[config.mk]
export PLATFORM = sky130hd
export DESIGN_NAME = duc_chain_top
export DESIGN_NICKNAME = d
export VERILOG_FILES = /design/src/dsp_pkg.sv /design/src/ctrl_pkg.sv /design/src/duc_settings.sv /design/src/sample_fifo.sv /design/src/interp_hold.sv /design/src/quadrant_rotator.sv /design/src/iq_scaler.sv /design/src/duc_chain_top.sv
export VERILOG_INCLUDE_DIRS = /design/src /design/src/include
export SDC_FILE = /design/constraint.sdc
export NUM_CORES = 2
export LEC_CHECK = 0
export BUFFER_PORTS_ARGS = -buffer_cell sky130_fd_sc_hd__buf_4
export CAP_MARGIN = 5
export CORE_MARGIN = 1.5
export CORE_UTILIZATION = 40
export DETAILED_ROUTE_END_ITERATION = 10
export PLACE_DENSITY_LB_ADDON = 0.05
export SKIP_CTS_REPAIR_TIMING = 1
export SYNTH_ARGS = -nofsm -noshare
export SYNTH_HDL_FRONTEND = slang
export SYNTH_SLANG_ARGS = --single-unit
export TNS_END_PERCENT = 5
[constraint.sdc]
create_clock -name ce_clk -period 9.5 [get_ports ce_clk]
set_clock_uncertainty 0.1 [all_clocks]
set_input_delay 1.9 -clock ce_clk [delete_from_list [all_inputs] [get_ports ce_clk]]
set_output_delay 1.9 -clock ce_clk [all_outputs]
set_load 0.02 [all_outputs]
[src/include/duc_params.svh]
////////////////////////////////////////////////////////////
// Widths, register map and reset values of the DUC chain
// Included by the packages and the datapath modules
////////////////////////////////////////////////////////////

`ifndef DUC_PARAMS_SVH
`define DUC_PARAMS_SVH

// Datapath widths
`define DUC_SAMPLE_W 16
`define DUC_INTERP_W 10
`define DUC_PHASE_W 32

// Scale is Q1.14, so 16384 is unity gain
`define DUC_SCALE_FRAC 14

////////////////////////////////////////////////////////////
// User registers, shell space ends at 127
////////////////////////////////////////////////////////////
`define SR_INTERP_ADDR 8'd131
`define SR_FREQ_ADDR 8'd132
`define SR_SCALE_IQ_ADDR 8'd133

// Reset defaults
`define DUC_SCALE_RESET 16384
`define DUC_INTERP_RESET 1

`endif

[src/dsp_pkg.sv]
////////////////////////////////////////////////////////////
// Sample and stream beat types shared by every stream
////////////////////////////////////////////////////////////

`include "duc_params.svh"

package dsp_pkg;

  // One complex sample, two's complement components
  typedef struct packed {
    logic signed [`DUC_SAMPLE_W-1:0] i;
    logic signed [`DUC_SAMPLE_W-1:0] q;
  } iq_t;

  // Payload of a valid/ready stream
  // last marks the end of a burst
  typedef struct packed {
    logic last;
    iq_t  iq;
  } beat_t;

endpackage

[src/ctrl_pkg.sv]
////////////////////////////////////////////////////////////
// Settings bus and decoded register types of the DUC
////////////////////////////////////////////////////////////

`include "duc_params.svh"

package ctrl_pkg;

  // Width of the IQ scale register
  localparam int SCALE_W = 16;

  // Host register write, one strobe per write
  typedef struct packed {
    logic        stb;
    logic [7:0]  addr;
    logic [31:0] data;
  } set_bus_t;

  // Register file seen by the datapath stages
  typedef struct packed {
    logic [`DUC_INTERP_W-1:0] interp;
    logic [`DUC_PHASE_W-1:0]  freq;
    logic signed [SCALE_W-1:0] scale;
    logic                     freq_load;
  } duc_cfg_t;

endpackage

[src/duc_settings.sv]
////////////////////////////////////////////////////////////
// User register file of the DUC, fed by settings bus writes
// Values reach o_cfg one cycle after the strobe
////////////////////////////////////////////////////////////

`include "duc_params.svh"

module duc_settings (
  input  logic                ce_clk,
  input  logic                i_rst,
  input  ctrl_pkg::set_bus_t  i_set,
  output ctrl_pkg::duc_cfg_t  o_cfg
);

  localparam logic [`DUC_INTERP_W-1:0] INTERP_DEFAULT = `DUC_INTERP_RESET;
  // Holding for zero beats makes no sense
  localparam logic [`DUC_INTERP_W-1:0] INTERP_MIN = 1;
  localparam logic signed [ctrl_pkg::SCALE_W-1:0] SCALE_DEFAULT = `DUC_SCALE_RESET;

  logic wr_interp;
  logic wr_freq;
  logic wr_scale;
  logic [`DUC_INTERP_W-1:0] interp_data;

  // Address decode
  assign wr_interp = i_set.stb && (i_set.addr == `SR_INTERP_ADDR);
  assign wr_freq   = i_set.stb && (i_set.addr == `SR_FREQ_ADDR);
  assign wr_scale  = i_set.stb && (i_set.addr == `SR_SCALE_IQ_ADDR);

  assign interp_data = i_set.data[`DUC_INTERP_W-1:0];

  always_ff @(posedge ce_clk) begin
    if (i_rst) begin
      o_cfg.interp    <= INTERP_DEFAULT;
      o_cfg.freq      <= '0;
      o_cfg.scale     <= SCALE_DEFAULT;
      o_cfg.freq_load <= 1'b0;
    end else begin
      // Phase clear lasts exactly the cycle the new word shows up
      o_cfg.freq_load <= wr_freq;

      if (wr_interp) begin
        if (interp_data == '0) begin
          o_cfg.interp <= INTERP_MIN;
        end else begin
          o_cfg.interp <= interp_data;
        end
      end

      if (wr_freq) begin
        o_cfg.freq <= i_set.data[`DUC_PHASE_W-1:0];
      end

      if (wr_scale) begin
        o_cfg.scale <= i_set.data[ctrl_pkg::SCALE_W-1:0];
      end
    end
  end

endmodule

[src/sample_fifo.sv]
////////////////////////////////////////////////////////////
// Small synchronous FIFO of stream beats, valid/ready on
// both sides, 2**DEPTH_LOG2 entries
////////////////////////////////////////////////////////////

module sample_fifo #(
  parameter int DEPTH_LOG2 = 2
) (
  input  logic            ce_clk,
  input  logic            i_rst,
  input  dsp_pkg::beat_t  i_beat,
  input  logic            i_valid,
  output logic            o_ready,
  output dsp_pkg::beat_t  o_beat,
  output logic            o_valid,
  input  logic            i_ready
);

  localparam int DEPTH = 1 << DEPTH_LOG2;

  dsp_pkg::beat_t mem [DEPTH];

  logic [DEPTH_LOG2-1:0] wr_ptr;
  logic [DEPTH_LOG2-1:0] rd_ptr;
  logic [DEPTH_LOG2:0]   count;
  logic                  push;
  logic                  pop;

  assign o_ready = (count != DEPTH);
  assign o_valid = (count != 0);
  assign o_beat  = mem[rd_ptr];

  assign push = i_valid && o_ready;
  assign pop  = o_valid && i_ready;

  // Storage
  always_ff @(posedge ce_clk) begin
    if (push) begin
      mem[wr_ptr] <= i_beat;
    end
  end

  // Pointers wrap on their own since the depth is a power of two
  always_ff @(posedge ce_clk) begin
    if (i_rst) begin
      wr_ptr <= '0;
      rd_ptr <= '0;
      count  <= '0;
    end else begin
      if (push) begin
        wr_ptr <= wr_ptr + 1'b1;
      end
      if (pop) begin
        rd_ptr <= rd_ptr + 1'b1;
      end
      case ({push, pop})
        2'b10:   count <= count + 1'b1;
        2'b01:   count <= count - 1'b1;
        default: count <= count;
      endcase
    end
  end

endmodule

[src/interp_hold.sv]
////////////////////////////////////////////////////////////
// Zero-order hold interpolator, each input beat is sent
// i_interp times before the next one is taken
////////////////////////////////////////////////////////////

`include "duc_params.svh"

module interp_hold (
  input  logic                     ce_clk,
  input  logic                     i_rst,
  input  logic [`DUC_INTERP_W-1:0] i_interp,
  input  dsp_pkg::beat_t           i_beat,
  input  logic                     i_valid,
  output logic                     o_ready,
  output dsp_pkg::beat_t           o_beat,
  output logic                     o_valid,
  input  logic                     i_ready
);

  dsp_pkg::beat_t           hold_q;
  logic [`DUC_INTERP_W-1:0] remain;
  logic                     valid_q;
  logic                     final_copy;
  logic                     take;

  assign final_copy = (remain == 1);

  // Free once the last copy leaves, same cycle refill allowed
  assign o_ready = !valid_q || (i_ready && final_copy);
  assign take    = i_valid && o_ready;

  assign o_valid = valid_q;

  always_comb begin
    o_beat.iq   = hold_q.iq;
    // Burst end only on the closing copy
    o_beat.last = hold_q.last && final_copy;
  end

  always_ff @(posedge ce_clk) begin
    if (take) begin
      hold_q <= i_beat;
    end
  end

  ////////////////////////////////////////////////////////////
  // Repeat counter
  ////////////////////////////////////////////////////////////
  always_ff @(posedge ce_clk) begin
    if (i_rst) begin
      valid_q <= 1'b0;
      remain  <= '0;
    end else if (take) begin
      // Factor sampled with the beat
      valid_q <= 1'b1;
      remain  <= i_interp;
    end else if (valid_q && i_ready) begin
      if (final_copy) begin
        valid_q <= 1'b0;
      end else begin
        remain <= remain - 1'b1;
      end
    end
  end

endmodule

[src/quadrant_rotator.sv]
////////////////////////////////////////////////////////////
// Coarse NCO mixer, rotates each sample by a multiple of
// 90 degrees picked from the phase accumulator MSBs
////////////////////////////////////////////////////////////

`include "duc_params.svh"

module quadrant_rotator (
  input  logic                    ce_clk,
  input  logic                    i_rst,
  input  logic [`DUC_PHASE_W-1:0] i_freq,
  input  logic                    i_freq_load,
  input  dsp_pkg::beat_t          i_beat,
  input  logic                    i_valid,
  output logic                    o_ready,
  output dsp_pkg::beat_t          o_beat,
  output logic                    o_valid,
  input  logic                    i_ready
);

  // Two's complement negate, clipped at full scale
  function automatic logic signed [`DUC_SAMPLE_W-1:0] neg_sat(
    input logic signed [`DUC_SAMPLE_W-1:0] x
  );
    logic signed [`DUC_SAMPLE_W-1:0] min_val;
    min_val = {1'b1, {(`DUC_SAMPLE_W-1){1'b0}}};
    if (x == min_val) begin
      return ~min_val;
    end
    return -x;
  endfunction

  logic [`DUC_PHASE_W-1:0] phase;
  logic [1:0]              quad;
  dsp_pkg::iq_t            rot;
  logic                    take;

  assign o_ready = !o_valid || i_ready;
  assign take    = i_valid && o_ready;
  assign quad    = phase[`DUC_PHASE_W-1 -: 2];

  always_comb begin
    case (quad)
      2'd0: begin
        rot.i = i_beat.iq.i;
        rot.q = i_beat.iq.q;
      end
      2'd1: begin
        rot.i = neg_sat(i_beat.iq.q);
        rot.q = i_beat.iq.i;
      end
      2'd2: begin
        rot.i = neg_sat(i_beat.iq.i);
        rot.q = neg_sat(i_beat.iq.q);
      end
      default: begin
        rot.i = i_beat.iq.q;
        rot.q = neg_sat(i_beat.iq.i);
      end
    endcase
  end

  always_ff @(posedge ce_clk) begin
    if (take) begin
      o_beat.iq   <= rot;
      o_beat.last <= i_beat.last;
    end
  end

  always_ff @(posedge ce_clk) begin
    if (i_rst) begin
      o_valid <= 1'b0;
      phase   <= '0;
    end else begin
      if (take) begin
        o_valid <= 1'b1;
      end else if (i_ready) begin
        o_valid <= 1'b0;
      end
      // A new tuning word restarts the phase
      if (i_freq_load) begin
        phase <= '0;
      end else if (take) begin
        phase <= phase + i_freq;
      end
    end
  end

endmodule

[src/iq_scaler.sv]
////////////////////////////////////////////////////////////
// Fixed-point gain on I and Q, floor shift then clip to the
// sample range, one register stage
////////////////////////////////////////////////////////////

`include "duc_params.svh"

module iq_scaler (
  input  logic                                 ce_clk,
  input  logic                                 i_rst,
  input  logic signed [ctrl_pkg::SCALE_W-1:0]  i_scale,
  input  dsp_pkg::beat_t                       i_beat,
  input  logic                                 i_valid,
  output logic                                 o_ready,
  output dsp_pkg::beat_t                       o_beat,
  output logic                                 o_valid,
  input  logic                                 i_ready
);

  localparam int PROD_W = `DUC_SAMPLE_W + ctrl_pkg::SCALE_W;
  localparam logic signed [PROD_W-1:0] MAX_V = (2 ** (`DUC_SAMPLE_W - 1)) - 1;
  localparam logic signed [PROD_W-1:0] MIN_V = -(2 ** (`DUC_SAMPLE_W - 1));

  // Multiply, arithmetic shift (rounds down), saturate
  function automatic logic signed [`DUC_SAMPLE_W-1:0] scale_sat(
    input logic signed [`DUC_SAMPLE_W-1:0]    x,
    input logic signed [ctrl_pkg::SCALE_W-1:0] s
  );
    logic signed [PROD_W-1:0] prod;
    logic signed [PROD_W-1:0] shifted;
    prod    = x * s;
    shifted = prod >>> `DUC_SCALE_FRAC;
    if (shifted > MAX_V) begin
      return MAX_V[`DUC_SAMPLE_W-1:0];
    end
    if (shifted < MIN_V) begin
      return MIN_V[`DUC_SAMPLE_W-1:0];
    end
    return shifted[`DUC_SAMPLE_W-1:0];
  endfunction

  dsp_pkg::iq_t scaled;
  logic         take;

  assign o_ready = !o_valid || i_ready;
  assign take    = i_valid && o_ready;

  always_comb begin
    scaled.i = scale_sat(i_beat.iq.i, i_scale);
    scaled.q = scale_sat(i_beat.iq.q, i_scale);
  end

  always_ff @(posedge ce_clk) begin
    if (take) begin
      o_beat.iq   <= scaled;
      o_beat.last <= i_beat.last;
    end
  end

  always_ff @(posedge ce_clk) begin
    if (i_rst) begin
      o_valid <= 1'b0;
    end else if (take) begin
      o_valid <= 1'b1;
    end else if (i_ready) begin
      o_valid <= 1'b0;
    end
  end

endmodule

[src/duc_chain_top.sv]
////////////////////////////////////////////////////////////
// Digital up-conversion chain, ce_clk domain
// FIFO, hold interpolator, quadrant NCO, gain, FIFO
////////////////////////////////////////////////////////////

module duc_chain_top (
  input  logic                ce_clk,
  input  logic                i_rst,
  input  ctrl_pkg::set_bus_t  i_set,
  input  dsp_pkg::beat_t      i_beat,
  input  logic                i_valid,
  output logic                o_ready,
  output dsp_pkg::beat_t      o_out_beat,
  output logic                o_out_valid,
  input  logic                i_ready
);

  ctrl_pkg::duc_cfg_t cfg;

  dsp_pkg::beat_t fifo_beat, hold_beat, rot_beat, scl_beat;
  logic           fifo_valid, hold_valid, rot_valid, scl_valid;
  logic           fifo_ready, hold_ready, rot_ready, scl_ready;

  ////////////////////////////////////////////////////////////
  // Register file
  ////////////////////////////////////////////////////////////
  duc_settings duc_settings_i (
    .ce_clk(ce_clk), .i_rst(i_rst), .i_set(i_set), .o_cfg(cfg));

  ////////////////////////////////////////////////////////////
  // Datapath
  ////////////////////////////////////////////////////////////
  sample_fifo #(.DEPTH_LOG2(2)) in_fifo_i (
    .ce_clk(ce_clk), .i_rst(i_rst),
    .i_beat(i_beat), .i_valid(i_valid), .o_ready(o_ready),
    .o_beat(fifo_beat), .o_valid(fifo_valid), .i_ready(fifo_ready));

  interp_hold interp_hold_i (
    .ce_clk(ce_clk), .i_rst(i_rst), .i_interp(cfg.interp),
    .i_beat(fifo_beat), .i_valid(fifo_valid), .o_ready(fifo_ready),
    .o_beat(hold_beat), .o_valid(hold_valid), .i_ready(hold_ready));

  quadrant_rotator quadrant_rotator_i (
    .ce_clk(ce_clk), .i_rst(i_rst),
    .i_freq(cfg.freq), .i_freq_load(cfg.freq_load),
    .i_beat(hold_beat), .i_valid(hold_valid), .o_ready(hold_ready),
    .o_beat(rot_beat), .o_valid(rot_valid), .i_ready(rot_ready));

  iq_scaler iq_scaler_i (
    .ce_clk(ce_clk), .i_rst(i_rst), .i_scale(cfg.scale),
    .i_beat(rot_beat), .i_valid(rot_valid), .o_ready(rot_ready),
    .o_beat(scl_beat), .o_valid(scl_valid), .i_ready(scl_ready));

  // Two entry skid at the output
  sample_fifo #(.DEPTH_LOG2(1)) out_fifo_i (
    .ce_clk(ce_clk), .i_rst(i_rst),
    .i_beat(scl_beat), .i_valid(scl_valid), .o_ready(scl_ready),
    .o_beat(o_out_beat), .o_valid(o_out_valid), .i_ready(i_ready));

endmodule

==> impl_metrics.yaml <==
critical_path:
  endpoint_kind: "flip-flop"
  cpPeakStageDelay_ns: 1.00
  start_kind: "flip-flop"
  crit_chain: "and2_1 -> fa_1 -> inv_1 -> fa_1 -> fa_1 -> inv_1 -> fa_1 -> fa_1 -> inv_1 -> fa_1 -> inv_1 -> ha_1 -> nand3_1 -> o22ai_1 -> nor3_1 -> a2111oi_0 -> buf_4 -> o2111ai_1 -> a211oi_1 -> o21ai_0 -> o211ai_1 -> buf_4 -> a31o_2"
  required_ns: 9.76
  path_class: "reg2reg"
  cp_top_family: "adder cells"
  critical_path.n_buffers_inverters: 6
  critical_path_arrival_ns: 8.42
  cpMostUsedCell: "fa_1"
  cp_slowest_cell: "dfxtp_1"
  crit_fanout: 27
floorplan:
  row_count: 110
  fp.dieW_um: 306.1
  fp.dieH_um: 306.1
  io_pins: 113
  die-area_mm2: 0.09371
  start_util_pct: 40.58
  core_mm2: 0.09056
logic_synthesis:
  yosys_warnings: 0
  synth.distinct_cells: 71
  synth_area_per_cell_um2: 10.54
  synth_flop_cell: "edfxtp_1"
  syn_nets: 4289
  synthTopCellsByArea: "fa_1, edfxtp_1, ha_1"
  syn_area_mm2: 0.03675
  synth_seq_cells: 413
  yosys.area.top_type: "fa_1"
  synth_top_area_share_pct: 28.54
  postSynth.asyncResetShare_pct: 0
  ys_seq_area_share_pct: 30.58
  syn-instance-count: 3488
  synth_edf_count: 297
clocking:
  insertion_delay_ns: 0.63
  clock_path_buffers: 3
  cts_tree: "yes"
  numCtsBuffers: 48
  h-tree-depth: 2
  clkTransAtPathRegs_ns: 0.06
  cts_sinks: 413
  root_buffer: "clkbuf_16"
global_routing:
  grt_first_pass_wirelength_mm: 148.5
  antenna_found_initial: 1
  first_global_vias: 26730
  track_usage_pct: 20.11
  grt_max_degree: 65
  gr-total-overflow: 0
cells_and_area:
  synthToLayoutAreaGrowth_pct: 9.883
  drive_gt1_share_pct: 9.134
  final_common_cell: "inv_1"
  antenna_cells: 0
  mostFrequentLayoutCells: "inv_1, fa_1, nand2_1"
  fin_nets: 4341
detailed_routing:
  ant_nets: 0
  drt-pass1-iter-count: 5
  vias: 24310
  drt_wl_total_mm: 91.14
  wire_per_inst_um: 19.16
  vias_per_cell: 5.112
  drt_iter0_markers: 1232
  drcViolationCount: 0
run:
  cap_violations: 0
place:
  gp_congestion: 0.8459
  io_buffers: 112
  post-dp-hpwl_mm: 69.43
timing:
  whs_ns: 0.3238
  drv_slew: 0
  period_needed_ns: 8.159
  fmax_mhz: 122.6
  finalSetupViolCount: 0
  rsz0062_at_grt: "false"
  fin_crit_sh_pct: 85.88
  tns_ns: 0
  max_slew_margin_pct: 8.025
  timing_hold_violations_final: 0
  worst_slew_pin_slew_ns: 1.380
hold_path:
  hold_path_class: "reg2reg"
outcome:
  status: "finished, final reports clean"
pwr:
  p_per_area_mw_per_mm2: 161.8
  leakagePower_nw: 17.87
  ir_drop_mv: 0.1462
[area by class of cell]
cell class	count	area [µm²]
Sequential cell	413	11240
Tap cell	1176	1471
Clock buffer	54	1224
Timing Repair Buffer	155	1164
Inverter	595	2233
Multi-Input combinational cell	2327	22710
Clock inverter	36	337.8
Fill cell	8595	50180
[routing by layer]
layer | share of wire, % | up-vias | GRT usage, %
met2 | 48 | 433 | 34.62
met1 | 46 | 12420 | 27.42
met3 | 3.8 | 87 | 2.240
met4 | 1.7 | 0 | 4.283
met5 | 0 | - | 0
li1 | - | 11370 | -
[flip-flops by register name, indices dropped and copies added (netlist names), named ones only]
name and flops:
duc_settings_i.o_cfg 59, in_fifo_i.count 3, in_fifo_i.mem 132, in_fifo_i.rd_ptr 2, in_fifo_i.wr_ptr 2, interp_hold_i.hold_q 1, interp_hold_i.o_beat 32, interp_hold_i.o_valid 1
interp_hold_i.remain 10, iq_scaler_i.o_beat 33, iq_scaler_i.o_valid 1, out_fifo_i.count 2, out_fifo_i.mem 66, out_fifo_i.rd_ptr 1, out_fifo_i.wr_ptr 1, quadrant_rotator_i.o_beat 33
quadrant_rotator_i.o_valid 1, quadrant_rotator_i.phase 32
[power breakdown]
part           total, mW  internal, mW  switching [mW]  leakage, nW
clock               1.83          1.03           0.806        0.752
combinational       1.87         0.767            1.11         13.4
sequential          2.83          2.36           0.473         3.67
total               6.53          4.15            2.38         17.9
[synthesized netlist by cell type, drive strengths merged (5+ instances only)]
cell      n
a211oi   13
nand4    13
nand3    36
o21a     11
o221ai   10
buf      11
and4      5
a31oi    16
a21o     36
o211ai   15
mux4     33
o21bai   10
and2    254
ha      199
a21oi   158
or3      25
mux2     35
nor3     25
dfxtp   116
o22ai    26
fa      524
xor2     22
clkbuf  142
o21ai    85
or2       8
and3     15
xnor2    67
edfxtp  297
nand2   410
inv     592
nor2    136
nor2b    12
nand2b   16
mux2i    38
[cells by family (layout without fill, tap and decap cells)]
family          count (synthesis)  count (layout)  share of synthesized area (%)
simple gates                  984             984                          13.06
buf+inv                       748             840                          7.684
fa+ha+maj                     723             723                          35.32
compound gates                425             425                          7.102
flops                         413             413                          30.58
mux                           106             106                          4.129
xor+xnor                       89              89                          2.121
[through the flow]
step | util, % | power, mW | std cells | area [µm²] | setup slack (ns)
CTS | 44.59 | 6.640 | 4756 | 40390 | 1.304
global route | 44.59 | 6.949 | 4756 | 40390 | 0.8008
global placement | 42.87 | 4.735 | 4666 | 38820 | 1.435
detailed placement | 42.87 | 4.767 | 4666 | 38820 | 1.409
finish | 44.59 | 6.534 | 4756 | 40390 | 1.341
floorplan | - | 3.982 | 3488 | 36750 | 2.798
[path summary, 6_finish.rpt]
| check | startpoint | endpoint | slack [ns] | cells past startpoint |
|---|---|---|---|---|
| min | iq_scaler_i.o_beat[14] | out_fifo_i.mem[0][14] | 0.32 | 0 |
| min reg2reg | iq_scaler_i.o_beat[14] | out_fifo_i.mem[0][14] | 0.32 | 0 |
| max | duc_settings_i.o_cfg[6] | iq_scaler_i.o_beat[5] | 1.34 | 23 |
| max reg2reg | duc_settings_i.o_cfg[6] | iq_scaler_i.o_beat[5] | 1.34 | 23 |
Power figures use the tool's default switching activity.
